`config.mk`:
```
export PLATFORM = sky130hd
export DESIGN_NAME = mmu
export DESIGN_NICKNAME = d
export VERILOG_FILES = /design/src/hdl/mmu_pkg.sv /design/src/hdl/mmu.sv
export SDC_FILE = /design/constraint.sdc
export NUM_CORES = 1
export LEC_CHECK = 0
export ABC_CLOCK_PERIOD_IN_PS = 4770
export BUFFER_PORTS_ARGS = -buffer_cell sky130_fd_sc_hd__buf_2
export CORE_ASPECT_RATIO = 0.75
export CORE_MARGIN = 2
export CORE_UTILIZATION = 25
export DETAILED_ROUTE_END_ITERATION = 10
export PLACE_DENSITY_LB_ADDON = 0.1
export SETUP_SLACK_MARGIN = 0.4
export SLEW_MARGIN = 40
export SYNTH_ARGS = -nofsm -noshare
export SYNTH_HDL_FRONTEND = slang
export SYNTH_SLANG_ARGS = --single-unit
```
`constraint.sdc`:
```
create_clock -name clk -period 4.77 [get_ports clk]
set_clock_uncertainty 0.05 [all_clocks]
set_input_delay 0.954 -clock clk [delete_from_list [all_inputs] [get_ports clk]]
set_output_delay 0.954 -clock clk [all_outputs]
set_load 0.05 [all_outputs]
```
`src/hdl/mmu_pkg.sv`:
```
package mmu_pkg;

    localparam int unsigned DATA_W = 32;

    // Fixed address map
    localparam logic [31:0] GPIO_DIR_BASE = 32'h0000_0101;
    localparam logic [31:0] GPIO_DIR_LAST = 32'h0000_010A;
    localparam logic [31:0] GPIO_VAL_BASE = 32'h0000_010B;
    localparam logic [31:0] GPIO_VAL_LAST = 32'h0000_0114;
    localparam logic [31:0] TIMER_ADDR    = 32'h0000_0115;
    localparam logic [31:0] SRAM_BASE     = 32'h0000_1000;
    localparam logic [31:0] SRAM_LAST     = 32'h0000_1FFF;
    localparam logic [31:0] FLASH_BASE    = 32'h0000_2000;

    localparam int unsigned GPIO_PINS  = 10;
    localparam int unsigned GPIO_IDX_W = 4;

    // Word index width of the scratch memory
    localparam int unsigned SRAM_AW = 10;

    // SPI flash read opcode
    localparam logic [7:0] FLASH_READ_CMD = 8'h03;

    typedef enum logic [3:0] {
        st_idle,
        st_sram_wait,
        st_flash_wait,
        st_respond
    } mmu_state_e;

    typedef enum logic [2:0] {
        fl_idle,
        fl_cmd,
        fl_data,
        fl_done
    } flash_state_e;

    typedef struct packed {
        logic [7:0]  cmd;
        logic [23:0] addr;
    } flash_cmd_t;

endpackage : mmu_pkg

```
`src/hdl/mmu.sv`:
```
`timescale 1ns/1ps

module mmu import mmu_pkg::*; (
    input  logic                  clk,
    input  logic                  rst,

    // Core side
    input  logic                  mem_req_i,
    input  logic [31:0]           mem_addr_i,
    input  logic                  mem_we_i,
    input  logic [DATA_W/8-1:0]   mem_be_i,
    input  logic [DATA_W-1:0]     mem_wdata_i,
    output logic                  mem_rvalid_o,
    output logic                  mem_err_o,
    output logic [DATA_W-1:0]     mem_rdata_o,

    // Scratch SRAM
    output logic                  sram_en_o,
    output logic                  sram_we_o,
    output logic [DATA_W/8-1:0]   sram_be_o,
    output logic [SRAM_AW-1:0]    sram_addr_o,
    output logic [DATA_W-1:0]     sram_wdata_o,
    input  logic [DATA_W-1:0]     sram_rdata_i,

    // Flash reader
    output logic                  flash_start_o,
    output logic [23:0]           flash_addr_o,
    input  logic                  flash_valid_i,
    input  logic [DATA_W-1:0]     flash_rdata_i,

    // GPIO bank
    output logic                  gpio_wr_o,
    output logic                  gpio_rd_o,
    output logic                  gpio_is_dir_o,
    output logic [GPIO_IDX_W-1:0] gpio_index_o,
    output logic                  gpio_wdata_o,
    input  logic                  gpio_rdata_i,
    input  logic                  gpio_fault_i,

    // Timer
    output logic                  timer_load_o,
    output logic [DATA_W-1:0]     timer_value_o,
    input  logic                  timer_is_high_i
);

    mmu_state_e state_q;

    logic                  req_we_q;
    logic                  resp_err_q;
    logic [DATA_W-1:0]     resp_rdata_q;

    logic hit_gpio_dir;
    logic hit_gpio_val;
    logic hit_gpio;
    logic hit_timer;
    logic hit_sram;
    logic hit_flash;
    logic hit_reserved;
    logic req_idle;

    // Address decode against the fixed map
    assign hit_gpio_dir = (mem_addr_i >= GPIO_DIR_BASE) && (mem_addr_i <= GPIO_DIR_LAST);
    assign hit_gpio_val = (mem_addr_i >= GPIO_VAL_BASE) && (mem_addr_i <= GPIO_VAL_LAST);
    assign hit_gpio     = hit_gpio_dir || hit_gpio_val;
    assign hit_timer    = (mem_addr_i == TIMER_ADDR);
    assign hit_sram     = (mem_addr_i >= SRAM_BASE) && (mem_addr_i <= SRAM_LAST);
    assign hit_flash    = (mem_addr_i >= FLASH_BASE);
    assign hit_reserved = !(hit_gpio || hit_timer || hit_sram || hit_flash);

    // New requests are only taken while idle
    assign req_idle = mem_req_i && (state_q == st_idle);

    assign sram_en_o    = req_idle && hit_sram;
    assign sram_we_o    = mem_we_i;
    assign sram_be_o    = mem_be_i;
    assign sram_addr_o  = SRAM_AW'((mem_addr_i - SRAM_BASE) >> 2);
    assign sram_wdata_o = mem_wdata_i;

    // Flash is read-only, a write never starts the reader
    assign flash_start_o = req_idle && hit_flash && !mem_we_i;
    assign flash_addr_o  = 24'(mem_addr_i - FLASH_BASE);

    assign gpio_wr_o     = req_idle && hit_gpio && mem_we_i;
    assign gpio_rd_o     = req_idle && hit_gpio && !mem_we_i;
    assign gpio_is_dir_o = hit_gpio_dir;
    assign gpio_index_o  = hit_gpio_dir ? GPIO_IDX_W'(mem_addr_i - GPIO_DIR_BASE)
                                        : GPIO_IDX_W'(mem_addr_i - GPIO_VAL_BASE);
    assign gpio_wdata_o  = mem_wdata_i[0];

    assign timer_load_o  = req_idle && hit_timer && mem_we_i;
    assign timer_value_o = mem_wdata_i;

    always_ff @(posedge clk) begin
        if (!rst) begin
            state_q    <= st_idle;
            req_we_q   <= 1'b0;
            resp_err_q <= 1'b0;
        end else begin
            case (state_q)
                st_idle: begin
                    if (mem_req_i) begin
                        req_we_q   <= mem_we_i;
                        resp_err_q <= 1'b0;
                        if (hit_sram) begin
                            state_q <= st_sram_wait;
                        end else if (hit_flash && !mem_we_i) begin
                            state_q <= st_flash_wait;
                        end else begin
                            state_q    <= st_respond;
                            resp_err_q <= hit_reserved || hit_flash || (hit_gpio && gpio_fault_i);
                        end
                    end
                end
                st_sram_wait: state_q <= st_respond;
                st_flash_wait: begin
                    if (flash_valid_i) begin
                        state_q <= st_respond;
                    end
                end
                st_respond: state_q <= st_idle;
                default: state_q <= st_idle;
            endcase
        end
    end

    // Response data, zero for writes and errors
    always_ff @(posedge clk) begin
        if (req_idle) begin
            resp_rdata_q <= '0;
            if (hit_gpio && !mem_we_i) begin
                resp_rdata_q <= {{(DATA_W-1){1'b0}}, gpio_rdata_i};
            end else if (hit_timer && !mem_we_i) begin
                resp_rdata_q <= {{(DATA_W-1){1'b0}}, timer_is_high_i};
            end
        end else if (state_q == st_sram_wait) begin
            resp_rdata_q <= req_we_q ? '0 : sram_rdata_i;
        end else if (state_q == st_flash_wait && flash_valid_i) begin
            resp_rdata_q <= flash_rdata_i;
        end
    end

    assign mem_rvalid_o = (state_q == st_respond) && !resp_err_q;
    assign mem_err_o    = (state_q == st_respond) && resp_err_q;
    assign mem_rdata_o  = (state_q == st_respond) ? resp_rdata_q : '0;

endmodule : mmu

```
==> results of run 1 <==
==> area by class of cell <==
class                   instances  area [sq um]  area share
well taps                     162         202.7     0.05531
clock buffers                   6         128.9     0.03517
flip-flops and latches         36          1041      0.2841
clock inverters                 2         11.26    0.003073
inverters                      10         37.54     0.01024
repair buffers                188         962.2      0.2625
multi-input cells             164          1281      0.3496
==> worst min path at each step <==
stage                     startpoint                    end  slack, ps  cells past startpoint
3_3_place_gp   req_we_q$_SDFFE_PN0P_  req_we_q$_SDFFE_PN0P_        420                      2
2_1_floorplan  req_we_q$_SDFFE_PN0P_  req_we_q$_SDFFE_PN0P_        390                      2
6_report       req_we_q$_SDFFE_PN0P_  req_we_q$_SDFFE_PN0P_        420                      2
4_1_cts        req_we_q$_SDFFE_PN0P_  req_we_q$_SDFFE_PN0P_        420                      2
5_1_grt        req_we_q$_SDFFE_PN0P_  req_we_q$_SDFFE_PN0P_        450                      2
3_5_place_dp   req_we_q$_SDFFE_PN0P_  req_we_q$_SDFFE_PN0P_        410                      2
==> cell usage in the layout, fill, tap and decap left out, drive strengths merged, types with 3 or more instances in the layout <==
master,n
dfxtp,4
ha,8
inv,10
xor2,7
a21oi,3
and3,3
or3,3
xnor2,4
nor4,6
buf,188
and2,35
nand4,4
a22o,31
nand3,3
clkbuf,6
nor2,9
nand2,14
edfxtp,32
nor3,8
==> through the flow <==
stage | area [sq um] | TNS, ps | hold slack [ps] | cells | worst slack (ps)
global route | 3665 | 0 | 447.5 | 568 | 185.6
floorplan | 3068 | -228.4 | 386.7 | 312 | -228.4
CTS | 3665 | 0 | 420.6 | 568 | 347.1
global placement | 3502 | 0 | 415.5 | 560 | 251.8
finish | 3665 | 0 | 416.2 | 568 | 363.2
detailed placement | 3505 | 0 | 414.6 | 560 | 171.6
==> repair_timing <==
action | CTS | global route
hold buffers | 0 | 0
resized for setup | 4 | 0
pin swaps | 2 | 0
endpoints found under the setup margin | 1 | 1
==> power by group <==
part	internal, W	switching, W	leakage, nW
clock network	0.000192	0.000124	0.0645
registers	0.000567	0.0000340	0.354
logic	0.000237	0.000497	1.34
==> logic make-up (layout without fill, tap and decap cells) <==
group,after synthesis,count (layout),share of synthesized area
fa+ha+maj,9,9,0.03964
buf+inv,112,206,0.2539
flops,36,36,0.3435
mux,2,2,0.006606
compound gates,50,50,0.1437
xor+xnor,11,11,0.03179
simple gates,92,92,0.1808
==> state kept, by name, indices dropped and copies added (netlist names) <==
register / cells
req_we_q: 1
state_q: 2
resp_rdata_q: 32
resp_err_q: 1
==> critical path, cell delays in order <==
cell       delay, ps
buf_2            120
or4_4            540
and4bb_2         340
nand3_2          120
a2111oi_4        250
ha_1             290
a211oi_2         210
xor2_1           250
xnor2_2          140
buf_6            170
==> per-layer routing <==
| metal | GRT usage | vias up | part of all wire |
|---|---|---|---|
| met3 | 0.05148 | 12 | 0.095 |
| met4 | 0.03344 | 0 | 0.015 |
| met1 | 0.1588 | 1097 | 0.42 |
| met2 | 0.2077 | 123 | 0.48 |
| met5 | 0 | - | 0 |
| li1 | - | 1197 | - |
==> flow_summary.ini, run 1 <==
[status]
status = finished clean

[logic_synthesis]
synthTopCellsByCount = buf_4, and2_1, edfxtp_1
synth_area_sq_mm = 0.003030
yosys_register_bits = 36
async_flop_share = 0
synth_edf_count = 32
synth_most_common_cell = buf_4
synth_top_area_frac = 0.3171
yosysTopAreaCell = edfxtp_1
synth_nets = 461
synth_cell_type_count = 44
avgSynthCellArea_sq_um = 9.713
synthTopCellsByArea = edfxtp_1, buf_4, a22o_1
synth-seq-area-share = 0.3435
synth_top_flop_cell = edfxtp_1
syn_inst = 312
yosys_warnings = 0

[global_routing]
grt-ovfl-total = 0
grt_pass1_vias = 2291
grt_max_degree = 35
grt_usage = 0.1277
antenna_found_initial = 0
grt_pass1_wl_mm = 13.02

[placement]
place_hpwl_mm = 7.206
portBuffers = 182
gp_congestion = 0.7329

[job]
maxCapViolCount = 0

[timing]
rsz0062_at_grt = yes
slew_headroom = 0.5594
max_slew.worst_pin.slew_ps = 658.0
drv_slew = 0
finalHoldViolCount = 0
fin_crit_sh = 0.9239
setup_viol = 0
fmax_ghz = 0.2269
min_period_ps = 4407

[power_and_ir_drop]
cellPowerDensity_mw_per_mm2 = 450.5
power_w = 0.001651
leakagePower_nw = 1.762
ir_drop_uv = 137.2

[floorplanning]
ioPinCount = 288
fp.dieW_microns = 131.1
die_h_microns = 99.35
initial_core_util = 0.2590
num_rows = 34
die-area_sq_mm = 0.01303
core_area_sq_mm = 0.01170

[clock_tree]
post-cts-setup-buffers = 0
clk_pin_slew_ps = 60
htreeDepth = 2
clock_path_buffers = 2
cts_made_buffers = 5
clkSinkCount = 36
tritoncts = built
clk_latency_ps = 280
cts_root_buf = clkbuf_16

[critical_path]
rr_startpoint = state_q[0]$_SDFFE_PN0P_
cp.required_ps = 3770
cp-endpoint = gpio_index_o[3]
rrSetupSlack_ps = 2500
crit_start = mem_addr_i[21]
path_class = in2out
r2r-end = resp_rdata_q[15]$_SDFFCE_PP0P_
start_kind = primary input
endpoint_kind = output pin
cp.arrival_ps = 3400
worstPathMaxFanout = 3
worstRegToRegCells = 6

[layout]
syn_to_final_growth_pct = 20.93
fin_util = 0.3133
final_nets = 554
num_antenna_cells = 0
fillers = 1261
drive_gt1_frac = 0.5197

[route]
drt_iter0_drc = 101
num_vias = 2429
detail_route.first_pass.iterations = 4
drt-wirelength-per-cell_microns = 15.41
vias_per_cell = 4.276
drcViolationCount = 0
drt-total-wl_mm = 8.755
postRouteAntennaNets = 0

[hold_path]
min_path_type = reg2reg
No activity file was read; power rests on OpenSTA's default activity.
==> run 2: changes to the inputs <==
--- a/config.mk
+++ b/config.mk
@@ -7,10 +7,10 @@
 export LEC_CHECK = 0
 export ABC_CLOCK_PERIOD_IN_PS = 4770
 export BUFFER_PORTS_ARGS = -buffer_cell sky130_fd_sc_hd__buf_2
-export CORE_ASPECT_RATIO = 0.75
-export CORE_MARGIN = 2
-export CORE_UTILIZATION = 25
+export CORE_AREA = 2 2 112 114
 export DETAILED_ROUTE_END_ITERATION = 10
+export DIE_AREA = 0 0 114 116
+export HOLD_SLACK_MARGIN = 0.12
 export PLACE_DENSITY_LB_ADDON = 0.1
 export SETUP_SLACK_MARGIN = 0.4
 export SLEW_MARGIN = 40
==> flow_summary.ini, run 2 (synthesis results as in run 1) <==
[status]
status = finished clean

[timing]
fin_crit_sh = 0.9099
max_slew.worst_pin.slew_ps = 616.4
setup_viol = 0
fin_tns_setup_ps = 0
setup_slack_ps = 429.8
rsz0062_at_grt = yes
fmax_ghz = 0.2304
finalHoldViolCount = 0
slew_headroom = 0.5853
min_period_ps = 4340
drv_slew = 0

[placement]
dpl.cell_count = 545
pre_cts_slack_ps = 204.5
gp_congestion = 0.6977
portBuffers = 182
place_hpwl_mm = 7.189

[floorplanning]
core_area_sq_mm = 0.01191
num_rows = 40
die_h_microns = 116
die-area_sq_mm = 0.01322
ioPinCount = 288
initial_core_util = 0.2544
fp.dieW_microns = 114

[route]
postRouteAntennaNets = 0
detail_route.first_pass.iterations = 3
drt_iter0_drc = 49
vias_per_cell = 4.374
drt-total-wl_mm = 8.791
drcViolationCount = 0
drt-wirelength-per-cell_microns = 15.90
num_vias = 2419

[critical_path]
worstRegToRegCells = 7
r2r-end = resp_rdata_q[11]$_SDFFCE_PP0P_
rrSetupSlack_ps = 2330
worstPathMaxFanout = 3
cp.arrival_ps = 3340
endpoint_kind = output pin
cp.required_ps = 3770
rr_startpoint = state_q[0]$_SDFFE_PN0P_
path_class = in2out
start_kind = primary input

[hold_path]
worstHoldStart = req_we_q$_SDFFE_PN0P_
min_path_type = reg2reg
whs_endpoint = req_we_q$_SDFFE_PN0P_
min_path_cells = 2

[global_routing]
grt_usage = 0.1222
grt_pass1_wl_mm = 12.46
grt_pass1_vias = 2325
antenna_found_initial = 0
grt-ovfl-total = 0
grt_max_degree = 35

[layout]
num_antenna_cells = 0
largest_reg_flops = 32
finalNonFillerCells = 553
final_cell_mix = buf_2, and2_1, edfxtp_1, a22o_1, nand2_1
final_nets = 554
drive_gt1_frac = 0.5271
syn_to_final_growth_pct = 20.77
top_register = resp_rdata_q
reg.largest.list = resp_rdata_q (32), state_q (2)
layout_commonest_cell = buf_2

[clock_tree]
clk_pin_slew_ps = 60
clk_latency_ps = 270
tritoncts = built
htreeDepth = 2
clock_path_buffers = 2
cts_root_buf = clkbuf_16
clkSinkCount = 36
cts_made_buffers = 5
hold_buffers = 0

[power_and_ir_drop]
cellPowerDensity_mw_per_mm2 = 455.0
power_w = 0.001665
leakagePower_nw = 1.772
ir_drop_uv = 155.9

[job]
maxCapViolCount = 0
==> run 2: power breakdown <==
group          internal [W]  leakage [nW]  switching (W)  total [W]
Sequential         0.000567         0.354      0.0000360   0.000603
Clock              0.000192        0.0736       0.000126   0.000319
Combinational      0.000240          1.35       0.000504   0.000744
==> run 2: layer usage <==
metal  up-vias  GRT usage  part of all wire
met5         -          0                 0
met4         0    0.03984             0.016
met3        12    0.04341              0.10
met2       150     0.2123              0.49
met1      1062     0.1408              0.40
li1       1195          -                 -
==> run 2: metrics by stage <==
step                      area (sq um)  hold WS [ps]  utilization
after floorplan                   3068         386.7            -
after global placement            3483         406.2       0.2924
after detailed placement          3486         414.1       0.2926
after CTS                         3654         420.4       0.3067
after global routing              3660         466.3       0.3072
final                             3660         438.7       0.3072
==> run 2: critical path: stages <==
cell and delay, ps:
buf_2 120, or4_4 530, and4bb_2 340, nand3_2 100
a2111oi_4 230, ha_1 300, a211oi_2 210, xor2_1 240
xnor2_2 140, buf_6 180
==> run 2: final cells by class <==
class                   count  area [sq um]
fillers                  1300          8252
inverters                  10         37.54
well taps                 147         183.9
flip-flops and latches     36          1041
clock buffers               5         125.1
multi-input cells         164          1291
clock inverters             3         18.77
repair buffers            188         962.2
==> run 2: worst max-delay path by stage <==
stage | start | end | slack (ps) | cells past startpoint
2_1_floorplan | mem_addr_i[21] | gpio_index_o[3] | -230 | 8
3_3_place_gp | mem_addr_i[12] | gpio_index_o[3] | 250 | 10
3_5_place_dp | mem_addr_i[12] | gpio_index_o[3] | 200 | 10
4_1_cts | mem_addr_i[21] | gpio_index_o[3] | 410 | 10
5_1_grt | mem_addr_i[21] | gpio_index_o[3] | 320 | 10
6_report | mem_addr_i[21] | gpio_index_o[3] | 430 | 10
==> run 2: timing repair <==
item,4_1_cts,5_1_grt
endpoints found under the setup margin,1,1
gates resized for setup,5,0
pin swaps,1,0
buffers inserted,0,0
hold endpoints to repair,0,0
