<file path="src/hdl/mmu_pkg.sv">
package mmu_pkg;

    localparam int unsigned DATA_W = 32;

    // Fixed address map
    localparam logic [31:0] GPIO_DIR_BASE = 32'h0000_0101;
    localparam logic [31:0] GPIO_DIR_LAST = 32'h0000_010A;
    localparam logic [31:0] GPIO_VAL_BASE = 32'h0000_010B;
    localparam logic [31:0] GPIO_VAL_LAST = 32'h0000_0114;
    localparam logic [31:0] TIMER_ADDR    = 32'h0000_0115;
    localparam logic [31:0] SRAM_BASE     = 32'h0000_1000;
    localparam logic [31:0] SRAM_LAST     = 32'h0000_1FFF;
    localparam logic [31:0] FLASH_BASE    = 32'h0000_2000;

    localparam int unsigned GPIO_PINS  = 10;
    localparam int unsigned GPIO_IDX_W = 4;

    // Word index width of the scratch memory
    localparam int unsigned SRAM_AW = 10;

    // SPI flash read opcode
    localparam logic [7:0] FLASH_READ_CMD = 8'h03;

    typedef enum logic [3:0] {
        st_idle,
        st_sram_wait,
        st_flash_wait,
        st_respond
    } mmu_state_e;

    typedef enum logic [2:0] {
        fl_idle,
        fl_cmd,
        fl_data,
        fl_done
    } flash_state_e;

    typedef struct packed {
        logic [7:0]  cmd;
        logic [23:0] addr;
    } flash_cmd_t;

endpackage : mmu_pkg

</file>
<file path="src/hdl/flash_reader.sv">
`timescale 1ns/1ps

module flash_reader import mmu_pkg::*; #(
    parameter int unsigned CLK_DIV = 2
) (
    input  logic              clk,
    input  logic              rst,
    input  logic              start_i,
    input  logic [23:0]       addr_i,
    output logic              valid_o,
    output logic [DATA_W-1:0] rdata_o,
    output logic              spi_cs_o,
    output logic              spi_sck_o,
    output logic              spi_mosi_o,
    input  logic              spi_miso_i
);

    localparam int unsigned      DIV_W    = (CLK_DIV > 1) ? $clog2(CLK_DIV) : 1;
    localparam logic [DIV_W-1:0] DIV_LAST = DIV_W'(CLK_DIV - 1);

    flash_state_e state_q;
    flash_cmd_t   cmd_word;

    logic             cs_q;
    logic             sck_q;
    logic [DIV_W-1:0] div_q;
    logic [4:0]       bit_q;
    logic [31:0]      tx_q;
    logic [DATA_W-1:0] rx_q;
    logic             sck_tick;

    assign cmd_word.cmd  = FLASH_READ_CMD;
    assign cmd_word.addr = addr_i;

    // SCK toggles once per CLK_DIV cycles
    assign sck_tick = (div_q == DIV_LAST);

    always_ff @(posedge clk) begin
        if (!rst) begin
            state_q <= fl_idle;
            cs_q    <= 1'b1;
            sck_q   <= 1'b0;
            div_q   <= '0;
            bit_q   <= '0;
        end else begin
            case (state_q)
                fl_idle: begin
                    if (start_i) begin
                        cs_q    <= 1'b0;
                        div_q   <= '0;
                        bit_q   <= '0;
                        state_q <= fl_cmd;
                    end
                end
                fl_cmd, fl_data: begin
                    if (sck_tick) begin
                        div_q <= '0;
                        sck_q <= ~sck_q;
                        // Bits are counted on the falling edge
                        if (sck_q) begin
                            bit_q <= bit_q + 5'd1;
                            if (bit_q == 5'd31) begin
                                state_q <= (state_q == fl_cmd) ? fl_data : fl_done;
                                if (state_q == fl_data) begin
                                    cs_q <= 1'b1;
                                end
                            end
                        end
                    end else begin
                        div_q <= div_q + 1'b1;
                    end
                end
                fl_done: state_q <= fl_idle;
                default: state_q <= fl_idle;
            endcase
        end
    end

    // Command shifts out on falling edges, data shifts in on rising edges
    always_ff @(posedge clk) begin
        if (state_q == fl_idle && start_i) begin
            tx_q <= cmd_word;
        end else if (state_q == fl_cmd && sck_tick && sck_q) begin
            tx_q <= {tx_q[30:0], 1'b0};
        end
        if (state_q == fl_data && sck_tick && !sck_q) begin
            rx_q <= {rx_q[DATA_W-2:0], spi_miso_i};
        end
    end

    assign spi_cs_o   = cs_q;
    assign spi_sck_o  = sck_q;
    assign spi_mosi_o = (state_q == fl_cmd) ? tx_q[31] : 1'b0;
    assign valid_o    = (state_q == fl_done);
    assign rdata_o    = rx_q;

endmodule : flash_reader

</file>
<file path="config.mk">
export PLATFORM = sky130hd
export DESIGN_NAME = flash_reader
export DESIGN_NICKNAME = d
export VERILOG_FILES = /design/src/hdl/mmu_pkg.sv /design/src/hdl/flash_reader.sv
export SDC_FILE = /design/constraint.sdc
export NUM_CORES = 1
export LEC_CHECK = 0
export BUFFER_PORTS_ARGS = -buffer_cell sky130_fd_sc_hd__buf_2
export CAP_MARGIN = 15
export CORE_MARGIN = 4
export CORE_UTILIZATION = 48
export CTS_BUF_LIST = sky130_fd_sc_hd__clkbuf_16
export CTS_CLUSTER_DIAMETER = 40
export DETAILED_ROUTE_END_ITERATION = 10
export GPL_ROUTABILITY_DRIVEN = 0
export PLACE_DENSITY = 0.83
export SETUP_SLACK_MARGIN = 0.4
export SLEW_MARGIN = 40
export SYNTH_ARGS = -nofsm -noshare
export SYNTH_HDL_FRONTEND = slang
export SYNTH_SLANG_ARGS = --single-unit
</file>
<file path="constraint.sdc">
create_clock -name clk -period 2.2 [get_ports clk]
set_input_delay 0.22 -clock clk [delete_from_list [all_inputs] [get_ports clk]]
set_output_delay 0.22 -clock clk [all_outputs]
set_load 0.02 [all_outputs]
</file>
==> summary.md, run 1 <==
| Metric | Value |
|---|---|
| Hold WC Path Type | `in2reg` |
| Critical Path AT | `1.94 ns` |
| Post-placement cell area | `3250 sq um` |
| Yosys Warn Count | `0` |
| Final Hold Vio Count | `0` |
| Syn Nets | `272` |
| Post-synthesis sequential element count | `74` |
| Worst path required time | `2.46 ns` |
| Initial antenna violation count | `0` |
| Syn Inst Count | `236` |
| Crit-path cells | `inv_1 > ha_4 > a21boi_4 > or4_1 > a21oi_1` |
| Unique masters post-synth | `32` |
| Final Critical Period | `1.69 ns` |
| CTS tree | `yes` |
| Synth top area share | `0.586` |
| Initial Util | `0.509` |
| DR pass1 iterations | `4` |
| Die Ht | `85.3 um` |
| Final #Nets | `339` |
| Synthesized area per cell | `12.2 sq um` |
| Setup bufs post-CTS | `0` |
| Primary FF master, synth | `edfxtp_1` |
| Worst Setup Start Kind | `flip-flop` |
| Maximum clock insertion buffer count | `2` |
| Max incr delay on CP | `0.52 ns` |
| Global-route wire length before repair | `9000 um` |
| Sinks on Clock Net | `74` |
| Most frequent cell after synthesis | `nand2_1` |
| Clock-pin slew on the worst setup and hold paths | `0.06 ns` |
| Total negative slack | `0 ns` |
| Slew Limit Fails | `0` |
| Die area | `7280 sq um` |
| Post-Synthesis Cell Area | `2870 sq um` |
| F_max | `593 MHz` |
| IO Pins | `64` |
| Worst-Margin Slew | `0.400 ns` |
| DP Worst Slack | `0.315 ns` |
| WP buf/inv | `1` |
| Tot GR Track Use | `0.160` |
| Clock Tree Root | `clkbuf_16` |
| Max-cap violations | `0` |
| Leak | `1.48 nW` |
| Number of enable flip-flop cells after synthesis | `56` |
| DIE WIDTH | `85.3 um` |
| Vias in the first global route | `1881` |
| Skew-Pair Late Insertion Delay | `0.33 ns` |
| Worst-path maximum fanout | `10` |
| Pwr/cell area | `1260 nW/um^2` |
| CP endpoint kind | `flip-flop` |
| TritonCTS buffer count | `9` |
| Setup ws final | `0.514 ns` |
| Maximum VDD drop | `0.678 mV` |
| Top post-synthesis cells by count | `nand2_1 (90), edfxtp_1 (56), dfxtp_1 (18), a21oi_1 (13), ha_1 (8)` |
| Cell taking the most area after synthesis | `edfxtp_1` |
| Worst hold slack | `0.0708 ns` |
| Core area | `5640 sq um` |
| Status | `completed` |
| Top Family by Delay on Critical Path | `simple AND/OR/NAND/NOR gates` |
| PortBufs | `63` |
| Antenna Nets Post-Route | `0` |
| Finished Cell Area | `3580 sq um` |
| Share of post-route cells with drive strength above 1 | `0.289` |
| Std cell rows | `27` |
| Worst path slowest cell | `or4_1` |
| Remaining global-route overflow | `0` |
| Hold Buf Count CTS | `0` |
| Rel. slew slack | `0.733` |
| Clock skew | `0.00389 ns` |
| Dpl hpwl | `3630 um` |
| RSZ-0062 raised after global routing | `false` |
| Total power | `4.49 mW` |
| WL/cell | `14.8 um` |
| Via count | `1918` |
| Largest net degree at the start of global routing | `33` |
| Initial DRC count | `123` |
| Fraction of registers with async set/reset | `0` |
| Critical path type | `reg2reg` |
| Filler cells | `413` |
| H-tree Lvls | `3` |
| Synth top area cells | `edfxtp_1 (59%), dfxtp_1 (13%), nand2_1 (12%)` |
| Synth-to-layout area growth | `24.6%` |
| Ant diodes | `0` |
| DRC violations left | `0` |
| Routed WL | `5620 um` |
| Final setup viols | `0` |
| Post-DR vias/cell | `5.05` |
| Period Utilization, post-route | `0.767` |
| Sequential-to-total area share from yosys stat | `0.711` |
## path summary, 6_finish.rpt
path | startpoint | endpoint | slack, ns | depth (start not counted)
max | state_q[0] | bit_q[3] | 0.51 | 5
min | spi_miso_i | rdata_o[0] | 0.07 | 1
max reg2reg | state_q[0] | bit_q[3] | 0.51 | 5
min reg2reg | rdata_o[7] | rdata_o[8] | 0.45 | 0
## sequential cells by signal, indices dropped and copies added (netlist names)
register / cells
spi_sck_o: 1
spi_cs_o: 1
state_q: 2
div_q: 1
rdata_o: 32
bit_q: 5
tx_q: 32
## worst register-to-register path, cell delays in order, from the launching register on
cell and delay, ns:
dfxtp_2 0.36, inv_1 0.11, ha_4 0.30, a21boi_4 0.17, or4_1 0.52, a21oi_1 0.16
## cell families after synthesis
group,Yosys count,synth area share
simple gates,112,0.164
flops,74,0.711
compound gates,24,0.0532
buf+inv,15,0.0253
fa+ha+maj,8,0.0349
mux,2,0.00828
xor+xnor,1,0.00305
## placed cells by master (no fill, tap or decap), types with 2 or more instances in the layout
master / synthesis / routed
nand2_1: 90 / 89
buf_2: 3 / 63
edfxtp_1: 56 / 56
dfxtp_1: 18 / 16
a21oi_1: 13 / 13
clkbuf_16: 0 / 9
ha_1: 8 / 7
inv_1: 5 / 5
nand3_1: 6 / 5
o21ai_0: 4 / 4
and2_1: 3 / 3
and3_1: 3 / 3
clkinvlp_4: 0 / 3
buf_4: 1 / 3
nand4_1: 2 / 2
o31ai_1: 2 / 2
or4_1: 2 / 2
clkinv_1: 0 / 2
dfxtp_2: 0 / 2
## per-layer routing
layer / global-route usage / vias to the layer above / share of wire
li1: - / 953 / -
met1: 0.205 / 916 / 0.45
met2: 0.252 / 37 / 0.49
met3: 0.0262 / 12 / 0.030
met4: 0.102 / 0 / 0.028
met5: 0 / - / 0
## stage by stage
step | utilization | cells
final | 0.634 | 380
after global routing | 0.634 | 380
after floorplan | - | 236
after detailed placement | 0.577 | 364
after CTS | 0.631 | 380
after global placement | 0.577 | 364
## what timing repair did
item	in CTS	in global routing
endpoints found under the hold margin	0	0
setup endpoints to repair	2	25
gates resized for setup	3	3
## final cells by class
cell class	count	area (sq um)	share of cell area
Inverter	5	18.8	0.00525
Timing Repair Buffer	66	338	0.0944
Multi-Input combinational cell	147	792	0.221
Tap cell	72	90.1	0.0252
Sequential cell	74	2040	0.572
Clock buffer	9	225	0.0630
Clock inverter	7	68.8	0.0192
## where the power goes
group / switching, mW / total, mW / internal [mW] / leakage (nW)
clock: 0.556 / 1.43 / 0.873 / 0.133
sequential: 0.146 / 2.02 / 1.88 / 0.666
combinational: 0.665 / 1.04 / 0.377 / 0.680
total: 1.37 / 4.49 / 3.13 / 1.48
(Power assumes the default switching activity.)
==> run 2: changes to the inputs <==
--- a/config.mk
+++ b/config.mk
@@ -5,15 +5,16 @@
 export SDC_FILE = /design/constraint.sdc
 export NUM_CORES = 1
 export LEC_CHECK = 0
+export ABC_AREA = 1
 export BUFFER_PORTS_ARGS = -buffer_cell sky130_fd_sc_hd__buf_2
 export CAP_MARGIN = 15
 export CORE_MARGIN = 4
-export CORE_UTILIZATION = 48
+export CORE_UTILIZATION = 53
 export CTS_BUF_LIST = sky130_fd_sc_hd__clkbuf_16
 export CTS_CLUSTER_DIAMETER = 40
 export DETAILED_ROUTE_END_ITERATION = 10
 export GPL_ROUTABILITY_DRIVEN = 0
-export PLACE_DENSITY = 0.83
+export PLACE_DENSITY = 0.86
 export SETUP_SLACK_MARGIN = 0.4
 export SLEW_MARGIN = 40
 export SYNTH_ARGS = -nofsm -noshare
==> constraint.sdc (replaced) <==
create_clock -name clk -period 1.6 [get_ports clk]
set_input_delay 0.16 -clock clk [delete_from_list [all_inputs] [get_ports clk]]
set_output_delay 0.16 -clock clk [all_outputs]
set_load 0.02 [all_outputs]
==> run 2 against run 1 <==
  * Wire length grew 59%
  * Register-to-register slack lost 0.38 ns
  * Highest routed layer unchanged
  * Critical endpoint unchanged
  * Critical path depth grew 4
==> summary.md, run 2 <==
| Metric | Value |
|---|---|
| Most frequent cells in the layout | `buf_2 (61), edfxtp_1 (56), nand2_1 (50)` |
| DR pass1 iterations | `5 (+1)` |
| Status | `completed` |
| WL/cell | `20.4 um (+38%)` |
| Final Hold Vio Count | `0 (unchanged)` |
| Synth top area cells | `edfxtp_1 (58%), nand2_1 (14%), dfxtp_1 (12%)` |
| Ant diodes | `0 (unchanged)` |
| Top post-synthesis cells by count | `nand2_1 (107), edfxtp_1 (56), dfxtp_1 (18), nor2_1 (17)` |
| DRC violations left | `0 (unchanged)` |
| Sw frac | `0.372 (+0.0684)` |
| Post-synthesis sequential element count | `74 (unchanged)` |
| Worst-path maximum fanout | `6 (-4)` |
| Maximum VDD drop | `1.28 mV (+89%)` |
| XOR/XNOR share of the synthesized area | `0 (-0.00305)` |
| Sequential-to-total area share from yosys stat | `0.700 (-0.0110)` |
| Worst-Margin Slew | `0.325 ns (-0.0756 ns)` |
| TritonCTS buffer count | `9 (unchanged)` |
| Yosys Warn Count | `0 (unchanged)` |
| Clock skew | `0.00549 ns (+0.00160 ns)` |
| Initial DRC count | `133 (+8.1%)` |
| Initial antenna violation count | `0 (unchanged)` |
| Largest net degree at the start of global routing | `31 (-6.1%)` |
| RSZ-0062 raised after global routing | `true` |
| Post-synthesis adder-cell area fraction | `0.0343 (-0.000538)` |
| Finished Layout Cells | `439 (+16%)` |
| Worst hold slack | `0.0118 ns (-0.0590 ns)` |
| Comb power frac | `0.450 (+0.218)` |
| Final setup viols | `0 (unchanged)` |
| Hold WC Path Type | `in2reg` |
| Total negative slack | `0 ns (unchanged)` |
| Antenna Nets Post-Route | `0 (unchanged)` |
| F_max | `680 MHz (+15%)` |
| Leak | `1.96 nW (+32%)` |
| Primary FF master, synth | `edfxtp_1` |
| Synth-to-layout area growth | `58.4%` |
| Synthesized area per cell | `11.2 sq um (-8.2%)` |
| IO Pins | `64 (unchanged)` |
| DIE WIDTH | `82.2 um (-3.7%)` |
| Via count | `2410 (+26%)` |
| CP endpoint kind | `flip-flop` |
| Slew Limit Fails | `0 (unchanged)` |
| Finished Cell Area | `4620 sq um (+29%)` |
| Clock Tree Root | `clkbuf_16` |
| Sinks on Clock Net | `74 (unchanged)` |
| Final Critical Period | `1.47 ns (-0.215 ns)` |
| Area taken by multi-input logic gates | `1340 sq um (+69%)` |
| Global-route wire length before repair | `11700 um (+30%)` |
| Tot GR Track Use | `0.235 (+0.0753)` |
| Worst Setup Start Kind | `flip-flop` |
| Maximum clock insertion buffer count | `2 (unchanged)` |
| Worst path required time | `1.81 ns (-0.65 ns)` |
| Placed cell count | `396 (+8.8%)` |
| Main combinational cell family by area after synthesis | `simple AND/OR/NAND/NOR gates` |
| Vias in the first global route | `2403 (+28%)` |
| Total power | `9.41 mW (+110%)` |
| Cell taking the most area after synthesis | `edfxtp_1` |
| Routed WL | `8940 um (+59%)` |
| Initial Util | `0.560 (+0.0514)` |
| Core area | `5200 sq um (-7.7%)` |
| Syn Inst Count | `261 (+11%)` |
| Syn Nets | `297 (+9.2%)` |
| Fraction of registers with async set/reset | `0 (unchanged)` |
| Rel. slew slack | `0.781 (+0.0481)` |
| Synth top area share | `0.577 (-0.00904)` |
| Final #Nets | `400 (+18%)` |
| Simple-gate portion of the synthesized area | `0.195 (+0.0305)` |
| Skew-Pair Late Insertion Delay | `0.32 ns (about the same)` |
| DP Worst Slack | `0.0302 ns (-0.285 ns)` |
| Post-DR vias/cell | `5.49 (+8.8%)` |
| Net Switching | `3.51 mW (+160%)` |
| Most frequent cell after synthesis | `nand2_1` |
| Fraction of synthesized area in multiplexers | `0 (-0.00828)` |
| Std cell rows | `26 (-3.7%)` |
| Critical path type | `reg2reg` |
| Filler cells | `204 (-51%)` |
| Power share of the clock group | `0.241 (-0.077)` |
| Most common cell after layout, fill and taps aside | `buf_2` |
| Number of enable flip-flop cells after synthesis | `56 (unchanged)` |
| Final Core Density | `0.888 (+0.254)` |
| Share of post-route cells with drive strength above 1 | `0.591 (+0.302)` |
| Dpl hpwl | `3550 um (-2.2%)` |
| H-tree Lvls | `3 (unchanged)` |
| Post-placement cell area | `3410 sq um (+4.8%)` |
| Clock-pin slew on the worst setup and hold paths | `0.06 ns (about the same)` |
| Unique masters post-synth | `20 (-38%)` |
| Int Pwr | `5.91 mW (+89%)` |
| Flop pwr share | `0.309 (-0.141)` |
| Critical Path AT | `1.68 ns (-0.26 ns)` |
| Synth Area in Compound Gates | `0.0356 (-0.0176)` |
| CTS tree | `yes` |
| Die Ht | `82.2 um (-3.7%)` |
| Pwr/cell area | `2040 nW/um^2 (+62%)` |
| Period Utilization, post-route | `0.919 (+0.153)` |
| Post-Synthesis Cell Area | `2920 sq um (+1.6%)` |
| Max-cap violations | `0 (unchanged)` |
| Remaining global-route overflow | `0 (unchanged)` |
| PortBufs | `63 (unchanged)` |
| Sequential cell area | `2050 sq um (+0.49%)` |
| Die area | `6750 sq um (-7.3%)` |
| Setup ws final | `0.129 ns (-0.385 ns)` |
[run 2: what timing repair did]
item,in CTS,in global routing
setup endpoints to repair,100,101
hold buffers,0,0
cloned,8,1
pin swaps,32,26
buffers inserted,14,4
gates resized for setup,71,89
[run 2: power groups by stage]
stage | sequential [mW] | combinational (mW) | clock, mW
after floorplan | 2.83 | 1.56 | 0
after global placement | 2.75 | 2.01 | 0
after detailed placement | 2.76 | 2.10 | 0
after CTS | 2.79 | 3.30 | 2.26
after global routing | 2.94 | 4.46 | 2.38
final | 2.91 | 4.23 | 2.27
[run 2: area by class of cell]
cell class,instances,share of cell area
inverter,15,0.0181
clock inverter,7,0.0236
clock buffer,9,0.0487
tap,70,0.0190
multi-input combinational,171,0.289
timing repair buffer,93,0.157
sequential,74,0.445
[run 2: worst max-delay path, cell delays in order, from the launching register on]
cell,delay [ns]
dfxtp_2,0.35
inv_2,0.06
ha_4,0.33
inv_6,0.06
nand2_4,0.08
nand2_8,0.07
nor2_8,0.16
nand3_2,0.10
nand2_2,0.08
nor2_1,0.05
[run 2: worst paths after layout]
check	from	end	cells after the start	slack [ns]
max	state_q[0]	bit_q[3]	9	0.13
max reg2reg	state_q[0]	bit_q[3]	9	0.13
min	spi_miso_i	rdata_o[0]	1	0.01
min reg2reg	rdata_o[30]	rdata_o[31]	0	0.45
[run 2: cell families after synthesis]
logic type / after synthesis
simple gates: 138
compound gates: 20
flops: 74
fa+ha+maj: 8
buf+inv: 21
[run 2: per-layer routing]
| metal | part of all wire | global-route usage | routed length, um |
|---|---|---|---|
| met3 | 0.060 | 0.0488 | 535 |
| met4 | 0.034 | 0.105 | 307 |
| met2 | 0.54 | 0.411 | 4790 |
| met5 | 0 | 0 | 0 |
| met1 | 0.37 | 0.278 | 3300 |
