$ cat src/hdl/mmu_pkg.sv
package mmu_pkg;

    localparam int unsigned DATA_W = 32;

    // Fixed address map
    localparam logic [31:0] GPIO_DIR_BASE = 32'h0000_0101;
    localparam logic [31:0] GPIO_DIR_LAST = 32'h0000_010A;
    localparam logic [31:0] GPIO_VAL_BASE = 32'h0000_010B;
    localparam logic [31:0] GPIO_VAL_LAST = 32'h0000_0114;
    localparam logic [31:0] TIMER_ADDR    = 32'h0000_0115;
    localparam logic [31:0] SRAM_BASE     = 32'h0000_1000;
    localparam logic [31:0] SRAM_LAST     = 32'h0000_1FFF;
    localparam logic [31:0] FLASH_BASE    = 32'h0000_2000;

    localparam int unsigned GPIO_PINS  = 10;
    localparam int unsigned GPIO_IDX_W = 4;

    // Word index width of the scratch memory
    localparam int unsigned SRAM_AW = 10;

    // SPI flash read opcode
    localparam logic [7:0] FLASH_READ_CMD = 8'h03;

    typedef enum logic [3:0] {
        st_idle,
        st_sram_wait,
        st_flash_wait,
        st_respond
    } mmu_state_e;

    typedef enum logic [2:0] {
        fl_idle,
        fl_cmd,
        fl_data,
        fl_done
    } flash_state_e;

    typedef struct packed {
        logic [7:0]  cmd;
        logic [23:0] addr;
    } flash_cmd_t;

endpackage : mmu_pkg

$ cat src/hdl/digital_timer.sv
`timescale 1ns/1ps

module digital_timer import mmu_pkg::*; (
    input  logic              clk,
    input  logic              rst,
    input  logic              load_i,
    input  logic [DATA_W-1:0] value_i,
    output logic              is_high_o
);

    logic [DATA_W-1:0] count_q;

    always_ff @(posedge clk) begin
        if (!rst) begin
            count_q <= '0;
        end else if (load_i) begin
            count_q <= value_i;
        end else if (count_q != '0) begin
            count_q <= count_q - 1'b1;
        end
    end

    // Stays high until the count runs out
    assign is_high_o = (count_q != '0);

endmodule : digital_timer

$ cat config.mk
export PLATFORM = sky130hd
export DESIGN_NAME = digital_timer
export DESIGN_NICKNAME = d
export VERILOG_FILES = /design/src/hdl/mmu_pkg.sv /design/src/hdl/digital_timer.sv
export SDC_FILE = /design/constraint.sdc
export NUM_CORES = 1
export LEC_CHECK = 0
export ABC_AREA = 1
export ABC_CLOCK_PERIOD_IN_PS = 1600
export BUFFER_PORTS_ARGS = -buffer_cell sky130_fd_sc_hd__buf_4
export CORE_MARGIN = 5
export CORE_UTILIZATION = 31
export DETAILED_ROUTE_END_ITERATION = 10
export SLEW_MARGIN = 20
export SYNTH_ARGS = -nofsm -noshare
export SYNTH_HDL_FRONTEND = slang
export SYNTH_SLANG_ARGS = --single-unit
$ cat constraint.sdc
create_clock -name clk -period 1.6 [get_ports clk]
set_clock_uncertainty 0.15 [all_clocks]
set_input_delay 0 -clock clk [delete_from_list [all_inputs] [get_ports clk]]
set_output_delay 0 -clock clk [all_outputs]
set_load 0.01 [all_outputs]
==> flow_metrics.tcl, run 1 <==
set metrics [dict create \
    powerDensity_nw_per_um2 744 \
    worstHoldStart "load_i" \
    htreeDepth 2 \
    startpoint_type "flip-flop" \
    end_kind "output pin" \
    finalWirelength_um 8110 \
    cp_data_arrival_time_ns 1.57 \
    rows 31 \
    io_pins 36 \
    final_nets 541 \
    via_per_inst 4.66 \
    fin_util 0.565 \
    coreArea_um2 7140 \
    drc 0 \
    worstHoldEndpoint "count_q[3]$_SDFFE_PN0P_" \
    synth_edf_count 0 \
    dr.pass1.iters 5 \
    gp_congestion 0.840 \
    r2r-end "count_q[10]$_SDFFE_PN0P_" \
    grt_start_max_net_pins 35 \
    cts_tree "done" \
    cts_root_buffer "clkbuf_8" \
    p_seq_frac 0.312 \
    wl_per_cell_um 13.4 \
    fill_cells 696 \
    grt_use_total 0.187 \
    synthFlopType "dfxtp_1" \
    max_slew_margin 0.593 \
    worstHoldPathCells 5 \
    drt_iter0_drc 108 \
    setup_violations 32 \
    diodes 0 \
    max-cap-violations 0 \
    p_leak_nw 1.87 \
    crit_type "reg2out" \
    violations "negative setup slack" \
    internal_power_w 0.00194 \
    dp_hpwl_um 5570 \
    hp-class "in2reg" \
    overflow 0 \
    worstPathRequired_ns 1.45 \
    grt_first_pass_wirelength_um 13000 \
    synthesis.area_um2 2240 \
    insertion_delay_ns 0.30 \
    finalInstanceArea_um2 4030 \
    synth_seq_cells 32 \
    async_reset_ff_frac 0 \
    ys_types 33 \
    finalHoldViolCount 0 \
    r2r_slack_ns -0.12 \
    reg_top3 "count_q: 32 flops" \
    switching_share 0.352 \
    dieArea_um2 9040 \
    syn_to_final_growth_pct 79.6 \
    critPathSlowestCell "dfxtp_2" \
    dieHeight_um 95.1 \
    critPathMaxStageDelay_ns 0.33 \
    ir_worst_vdd_mv 0.296 \
    cts_buffers 5 \
    num_vias 2817 \
    drive_gt1_frac 0.439 \
    cp_max_fo 3 \
    numPortBuffers 35 \
    max_freq_ghz 0.581 \
    antenna_found_initial 0 \
    post-route-min-period_ns 1.72 \
    dpl_cell_area_um2 3050 \
    r2r_cells 11 \
    rsz0062_at_grt "yes" \
    top_register "count_q" \
    finalCritPeriodShare 1.08 \
    ant_nets 0 \
    cts_sinks 32 \
    clk_pin_slew_ns 0.08 \
    rr_startpoint "count_q[7]$_SDFFE_PN0P_" \
    dieWidth_um 95.1 \
    ys_seq_area_frac 0.286 \
    slew_viol_final 0 \
    status "finished with violations" \
    synthCells 364 \
    grt_pass1_vias 2833 \
    path_cells "nor2_2 > nand2_4 > nor2_8 > nand2_4 > nor2_8 > nand3_4 > buf_6 > buf_6" \
    worst-slew-pin-transition_ns 0.610 \
    p_sw_w 0.00106 \
    syn_nets 400 \
    cts_max_path_buffers 2 \
    largest_register_ffs 32 \
    start_util 0.314 \
    yosys_warnings 0 \
    avgSynthCellArea_um2 6.16 \
    pwr-share-comb 0.415 \
    layout_setup_ws_ns -0.121 \
    clkPwrFrac 0.272 \
]
per-stage QoR:
step	total power, W	std cells	worst slack, ns	hold slack, ns	TNS (ns)
4_1_cts	0.00286	599	-0.153	0.0872	-2.40
3_3_place_gp	0.00184	546	-0.175	0.105	-2.00
6_report	0.00300	605	-0.121	0.0838	-1.81
5_1_grt	0.00316	605	-0.246	0.115	-5.65
3_5_place_dp	0.00185	546	-0.179	0.116	-2.87
2_1_floorplan	0.00143	364	0.0185	-0.00135	0
worst max path at each step:
stage	start	endpoint	slack (ns)	cells past startpoint
after floorplan	count_q[1]$_SDFFE_PN0P_	count_q[10]$_SDFFE_PN0P_	0.02	11
after global placement	count_q[14]$_SDFFE_PN0P_	count_q[10]$_SDFFE_PN0P_	-0.17	10
after detailed placement	count_q[14]$_SDFFE_PN0P_	count_q[10]$_SDFFE_PN0P_	-0.18	10
after CTS	count_q[0]$_SDFFE_PN0P_	is_high_o	-0.15	9
after global routing	count_q[25]$_SDFFE_PN0P_	count_q[10]$_SDFFE_PN0P_	-0.25	10
final	count_q[7]$_SDFFE_PN0P_	is_high_o	-0.12	8
cells in the final DEF (no fill, tap or decap), types with 6 or more instances in the layout:
master / instances
a21oi_1: 6
a21oi_2: 6
buf_4: 96
buf_6: 12
dfxtp_1: 17
dfxtp_2: 10
dlygate4sd3_1: 33
inv_1: 21
inv_2: 6
nand2_1: 91
nand2_2: 14
nand2_4: 8
nand3_1: 24
nand4_1: 8
nor2_1: 46
nor2_2: 20
nor2_4: 17
o21ai_0: 8
o21ai_1: 9
xor2_1: 7
power by group through the flow:
stage                     logic [W]  registers, W  clock network, W
final                       0.00124      0.000937          0.000817
after global placement     0.000905      0.000932                 0
after CTS                   0.00110      0.000923          0.000835
after detailed placement   0.000915      0.000933                 0
after global routing        0.00136      0.000945          0.000855
after floorplan            0.000509      0.000924                 0
kinds of logic after synthesis:
logic type | share of synthesized area
AO/OA/AOI/OAI | 0.0814
multiplexers | 0.00446
adder cells (fa/ha/maj) | 0.00558
flip-flops | 0.286
AND/OR/NAND/NOR | 0.505
XOR/XNOR | 0.0508
buffers and inverters | 0.0675
routing by layer:
layer / wire, um / GRT usage / part of all wire
met1: 3370 / 0.215 / 0.42
met2: 4280 / 0.343 / 0.53
met3: 346 / 0.0363 / 0.043
met4: 110 / 0.0613 / 0.014
met5: 0 / 0 / 0
final cells by class:
cell class	instances	area [um2]	area share
multi-input combinational	295	1790	0.445
timing repair buffer	143	1230	0.304
sequential	32	672	0.167
tap	99	124	0.0307
inverter	28	105	0.0261
clock buffer	5	68.8	0.0171
clock inverter	3	42.5	0.0106
Yosys cell counts (4+ instances only):
| library cell | n | share of area |
|---|---|---|
| nand4_1 | 8 | 0.022 |
| xnor2_1 | 6 | 0.023 |
| o211ai_1 | 4 | 0.013 |
| o21ai_1 | 6 | 0.013 |
| nor2_1 | 72 | 0.12 |
| clkbuf_1 | 7 | 0.012 |
| nand3_1 | 30 | 0.067 |
| inv_1 | 25 | 0.042 |
| xor2_1 | 7 | 0.027 |
| a21oi_1 | 12 | 0.027 |
| dfxtp_1 | 32 | 0.29 |
| nor2_2 | 9 | 0.025 |
| nand2_2 | 8 | 0.022 |
| o21ai_0 | 11 | 0.025 |
| nand2_1 | 105 | 0.18 |
repair_timing:
item / CTS / global route
pin swaps: 24 / 32
setup endpoints to repair: 33 / 33
hold buffers: 33 / 0
resized for setup: 50 / 67
buffers inserted: 11 / 7
gates cloned: 1 / 0
hold endpoints to repair: 32 / 0
critical path: cells and delay by family, from the launching register on:
kind | cells | cell delay (ns)
simple gates | 6 | 0.71
flops | 1 | 0.33
buf+inv | 2 | 0.24
(Power assumes the default switching activity.)
==> inputs of run 2 (changes only) <==
--- a/config.mk
+++ b/config.mk
@@ -6,7 +6,7 @@
 export NUM_CORES = 1
 export LEC_CHECK = 0
 export ABC_AREA = 1
-export ABC_CLOCK_PERIOD_IN_PS = 1600
+export ABC_CLOCK_PERIOD_IN_PS = 2150
 export BUFFER_PORTS_ARGS = -buffer_cell sky130_fd_sc_hd__buf_4
 export CORE_MARGIN = 5
 export CORE_UTILIZATION = 31
==> constraint.sdc (replaced) <==
create_clock -name clk -period 2.15 [get_ports clk]
set_clock_uncertainty 0.15 [all_clocks]
set_input_delay 0 -clock clk [delete_from_list [all_inputs] [get_ports clk]]
set_output_delay 0 -clock clk [all_outputs]
set_load 0.01 [all_outputs]
==> flow_metrics.tcl, run 2 (synthesis gave the netlist of run 1 again) <==
set metrics [dict create \
    status "complete, no violations" \
    finalHoldViolCount 0 \
    grt_start_max_net_pins 35 \
    overflow 0 \
    finalCritPeriodShare 0.922 \
    dieArea_um2 9040 \
    finalWirelength_um 6650 \
    cts_tree "done" \
    reg_top3 "count_q: 32 flops" \
    cts_buffers 5 \
    largest_register_ffs 32 \
    power.total_w 0.00173 \
    r2r-end "count_q[5]$_SDFFE_PN0P_" \
    finalInstanceArea_um2 3050 \
    ir_worst_vdd_mv 0.208 \
    grt_first_pass_wirelength_um 11100 \
    worstHoldPathCells 4 \
    dieHeight_um 95.1 \
    cp_data_arrival_time_ns 1.83 \
    cts_root_buffer "clkbuf_8" \
    final_nets 470 \
    syn_to_final_growth_pct 35.8 \
    cts_max_path_buffers 2 \
    rr_startpoint "count_q[0]$_SDFFE_PN0P_" \
    via_per_inst 4.56 \
    grt_use_total 0.158 \
    post-route-min-period_ns 1.98 \
    max_slew_margin 0.648 \
    num_vias 2437 \
    dr.pass1.iters 4 \
    worstHoldEndpoint "count_q[15]$_SDFFE_PN0P_" \
    numPortBuffers 35 \
    dieWidth_um 95.1 \
    cts_sinks 32 \
    worstPathRequired_ns 2.00 \
    ant_nets 0 \
    post_cts_buffers 0 \
    insertion_delay_ns 0.30 \
    p_leak_nw 1.39 \
    fin_util 0.427 \
    htreeDepth 2 \
    drc 0 \
    setup-tns-final_ns 0 \
    r2r_cells 9 \
    drive_gt1_frac 0.175 \
    max-cap-violations 0 \
    diodes 0 \
    coreArea_um2 7140 \
    cp_max_fo 8 \
    wl_per_cell_um 12.5 \
    final_cell_mix "nand2_1, nor2_1, buf_4, dlygate4sd3_1, dfxtp_1" \
    max_freq_ghz 0.504 \
    antenna_found_initial 0 \
    final_common_cell "nand2_1" \
    gp_congestion 0.884 \
    worst-slew-pin-transition_ns 0.527 \
    clk_pin_slew_ns 0.08 \
    worstHoldStart "value_i[15]" \
    io_pins 36 \
    powerDensity_nw_per_um2 567 \
    crit_type "reg2out" \
    dpl_cell_area_um2 2610 \
    rows 31 \
    rsz0062_at_grt "no" \
    start_util 0.314 \
    grt_pass1_vias 2338 \
    dp_hpwl_um 5060 \
    top_register "count_q" \
    setup_violations 0 \
    startpoint_type "flip-flop" \
    slew_viol_final 0 \
    drt_iter0_drc 133 \
    end_kind "output pin" \
    r2r_slack_ns 0.23 \
    hp-class "in2reg" \
]
-- run 2: layer usage --
layer / GRT usage / vias to the layer above / part of all wire / wire [um]
met5: 0 / - / 0 / 0
met4: 0.0433 / 0 / 0.016 / 105
met3: 0.0308 / 8 / 0.033 / 221
met2: 0.273 / 31 / 0.48 / 3210
met1: 0.199 / 1098 / 0.47 / 3110
li1: - / 1300 / - / -
-- run 2: worst max-delay path by stage --
stage,from,endpoint,slack [ns],cells after the start
after floorplan,count_q[0]$_SDFFE_PN0P_,count_q[10]$_SDFFE_PN0P_,0.42,11
after global placement,count_q[0]$_SDFFE_PN0P_,count_q[5]$_SDFFE_PN0P_,0.29,9
after detailed placement,count_q[0]$_SDFFE_PN0P_,count_q[18]$_SDFFE_PN0P_,0.23,9
after CTS,count_q[0]$_SDFFE_PN0P_,is_high_o,0.15,8
after global routing,count_q[0]$_SDFFE_PN0P_,is_high_o,0.01,8
final,count_q[0]$_SDFFE_PN0P_,is_high_o,0.17,8
-- run 2: area by class of cell --
cell class / count / area (um2)
Timing Repair Buffer: 73 / 633
Clock buffer: 5 / 68.8
Multi-Input combinational cell: 294 / 1450
Sequential cell: 32 / 641
Tap cell: 99 / 124
Clock inverter: 3 / 23.8
Inverter: 28 / 105
Fill cell: 800 / 4090
-- run 2: through the flow --
| step | hold slack [ns] | setup WS (ns) | instances |
|---|---|---|---|
| final | 0.359 | 0.168 | 534 |
| after global routing | 0.380 | 0.0104 | 534 |
| after CTS | 0.362 | 0.155 | 534 |
| after detailed placement | 0.113 | 0.232 | 492 |
| after global placement | 0.109 | 0.290 | 492 |
| after floorplan | -0.00135 | 0.419 | 364 |
-- run 2: what timing repair did --
item	4_1_cts	5_1_grt
gates resized for setup	0	0
hold buffers	34	0
hold endpoints to repair	32	0
setup endpoints to repair	0	0
-- run 2: power breakdown --
group / total, W / switching (W) / internal (W)
clock: 0.000482 / 0.000253 / 0.000229
combinational: 0.000555 / 0.000324 / 0.000231
sequential: 0.000690 / 0.0000515 / 0.000638
total: 0.00173 / 0.000629 / 0.00110
-- run 2: worst max-delay path, stage by stage (launching register included) --
cell     delay (ns)
dfxtp_1        0.33
inv_1          0.08
ha_1           0.26
nand2_2        0.14
nor2_8         0.18
nand2_4        0.10
nor2_8         0.13
nand3_4        0.14
buf_4          0.19
==> inputs of run 3 (changes only) <==
--- a/config.mk
+++ b/config.mk
@@ -5,7 +5,6 @@
 export SDC_FILE = /design/constraint.sdc
 export NUM_CORES = 1
 export LEC_CHECK = 0
-export ABC_AREA = 1
 export ABC_CLOCK_PERIOD_IN_PS = 2150
 export BUFFER_PORTS_ARGS = -buffer_cell sky130_fd_sc_hd__buf_4
 export CORE_MARGIN = 5
==> flow_metrics.tcl, run 3 <==
set metrics [dict create \
    clkPwrFrac 0.321 \
    cts_root_buffer "clkbuf_8" \
    top_register "count_q" \
    grt_pass1_vias 1846 \
    synthFlopType "dfxtp_1" \
    numPortBuffers 35 \
    diodes 0 \
    synth_area_leaders "dfxtp_1, xnor2_1, nand2_1, o21ai_1, nor4_2" \
    worstPathRequired_ns 2.22 \
    cts_max_path_buffers 2 \
    r2r_cells 8 \
    p_sw_w 0.000499 \
    worstSetupEndpoint "count_q[1]$_SDFFE_PN0P_" \
    cts_buffers 5 \
    max_freq_ghz 0.481 \
    cp_data_arrival_time_ns 2.15 \
    fin_util 0.502 \
    crit_family "simple AND/OR/NAND/NOR gates" \
    synth_largest_area_cell "dfxtp_1" \
    crit_buf_inv 3 \
    r2r-end "count_q[1]$_SDFFE_PN0P_" \
    post-route-min-period_ns 2.08 \
    synth_edf_count 0 \
    rr_startpoint "count_q[9]$_SDFFE_PN0P_" \
    final_nets 350 \
    gp_congestion 0.813 \
    p_leak_nw 1.14 \
    crit_path_frequent_cell "buf_4" \
    slew_viol_final 0 \
    io_pins 36 \
    post-synth-top-count-cell "dfxtp_1" \
    finalWirelength_um 5040 \
    max_slew_margin 0.740 \
    pre_cts_ws_ns 0.0211 \
    dieWidth_um 86.9 \
    cp_num_cells 8 \
    ant_nets 0 \
    cp_max_fo 6 \
    hp-class "in2reg" \
    critPathSlowestCell "nor4b_4" \
    worst-slew-pin-transition_ns 0.389 \
    reg_top3 "count_q: 32 flops" \
    ir_worst_vdd_mv 0.288 \
    final_common_cell "buf_4" \
    final_cell_mix "buf_4, dlygate4sd3_1, nand2_1, dfxtp_1, xnor2_1" \
    syn_to_final_growth_pct 59.2 \
    pwr-share-comb 0.283 \
    powerDensity_nw_per_um2 605 \
    yosys_warnings 0 \
    grt_first_pass_wirelength_um 8400 \
    dieArea_um2 7550 \
    p_seq_frac 0.397 \
    async_reset_ff_frac 0 \
    end_kind "flip-flop" \
    avgSynthCellArea_um2 8.48 \
    internal_power_w 0.00127 \
    synthCells 216 \
    ys_types 43 \
    coreArea_um2 5820 \
    finalCritPeriodShare 0.968 \
    switching_share 0.283 \
    critPathMaxStageDelay_ns 0.34 \
    start_util 0.315 \
    syn_nets 252 \
    cts_sinks 32 \
    max-cap-violations 0 \
    dr.pass1.iters 4 \
    clk_pin_slew_ns 0.07 \
    wl_per_cell_um 12.9 \
    startpoint_type "flip-flop" \
    insertion_delay_ns 0.28 \
    path_cells "buf_6 > nor4_4 > buf_4 > nand2_4 > nor4b_4 > buf_4 > mux2i_1 > a22o_1" \
    grt_start_max_net_pins 21 \
    status "complete, no violations" \
    rsz0062_at_grt "yes" \
    drt_iter0_drc 82 \
    grt_use_total 0.139 \
    rows 28 \
    r2r_slack_ns 0.07 \
    via_per_inst 4.79 \
    largest_register_ffs 32 \
    num_vias 1870 \
    antenna_found_initial 0 \
    crit_type "reg2reg" \
    synthesis.area_um2 1830 \
    synth_seq_cells 32 \
    dieHeight_um 86.9 \
    dp_hpwl_um 3490 \
    setup_violations 0 \
    htreeDepth 2 \
    finalHoldViolCount 0 \
    yosys-top-cells-count "dfxtp_1, nand2_1, xnor2_1, o21ai_1, nor2_1" \
    layout_setup_ws_ns 0.0697 \
    synth.top_cell.area_share 0.350 \
    crit_start "count_q[9]$_SDFFE_PN0P_" \
    overflow 0 \
    drive_gt1_frac 0.308 \
    cts_tree "done" \
    ys_seq_area_frac 0.350 \
    drc 0 \
]
==> run 3: changes by cell type after synthesis, sizes merged, moves of 7 or more <==
cell   previous run  this run
nor2             85        14
xnor2             6        20
nand3            32         4
nand2           114        33
inv              27         3
nor3              3        14
nand4             9         2
nor4              0        10
==> run 3: final cells by class <==
cell class / count / area, um2
Inverter: 3 / 11.3
Tap cell: 75 / 93.8
Clock buffer: 6 / 72.6
Fill cell: 581 / 2900
Timing Repair Buffer: 99 / 851
Sequential cell: 32 / 647
Clock inverter: 2 / 35.0
Multi-Input combinational cell: 173 / 1210
==> run 3: power by group through the flow <==
stage	Sequential (W)	Combinational, W	Clock (W)
after floorplan	0.000699	0.000243	0
after global placement	0.000704	0.000395	0
after detailed placement	0.000704	0.000401	0
after CTS	0.000693	0.000463	0.000580
after global routing	0.000706	0.000547	0.000612
final	0.000700	0.000499	0.000566
==> run 3: layer usage <==
metal / part of all wire / wire length, um / vias to the layer above / global-route usage
met2: 0.47 / 2390 / 36 / 0.233
met5: 0 / 0 / - / 0
met3: 0.049 / 249 / 6 / 0.0322
li1: - / - / 959 / -
met4: 0.012 / 61 / 0 / 0.0425
met1: 0.46 / 2340 / 869 / 0.176
==> run 3: worst min-delay path by stage <==
stage / startpoint / end / depth (start not counted)
floorplan: value_i[21] / count_q[21]$_SDFFE_PN0P_ / 2
global placement: value_i[24] / count_q[24]$_SDFFE_PN0P_ / 3
detailed placement: value_i[17] / count_q[17]$_SDFFE_PN0P_ / 3
CTS: value_i[14] / count_q[14]$_SDFFE_PN0P_ / 4
global route: value_i[29] / count_q[29]$_SDFFE_PN0P_ / 4
finish: value_i[10] / count_q[10]$_SDFFE_PN0P_ / 4
==> run 3: worst min-delay path: stages <==
cell and delay (ns):
dlygate4sd3_1 0.53, buf_4 0.10, nand2_1 0.03, o21ai_1 0.05
==> run 3: what timing repair did <==
action                                 4_1_cts  5_1_grt
hold buffers                                40        0
endpoints found under the hold margin       32        0
setup buffers                                0        4
setup endpoints to repair                    1       31
gates cloned                                 0        0
gates resized for setup                      2       17
pin swaps                                    1        4
==> run 3: logic make-up after synthesis <==
| family | count (synthesis) | synth area share |
|---|---|---|
| mux | 4 | 0.0219 |
| flops | 32 | 0.350 |
| xor+xnor | 23 | 0.110 |
| compound gates | 46 | 0.143 |
| buf+inv | 11 | 0.0287 |
| simple gates | 99 | 0.339 |
| fa+ha+maj | 1 | 0.00683 |
==> run 3: through the flow <==
stage,TNS [ns],std cells,hold slack (ns),cell area [um2],power (W)
after detailed placement,0,338,0.0586,2300,0.00110
after floorplan,0,216,-0.0414,1830,0.000942
after global routing,-0.0451,390,0.333,2920,0.00187
final,0,390,0.314,2920,0.00176
after CTS,0,386,0.306,2820,0.00174
after global placement,0,338,0.0499,2300,0.00110
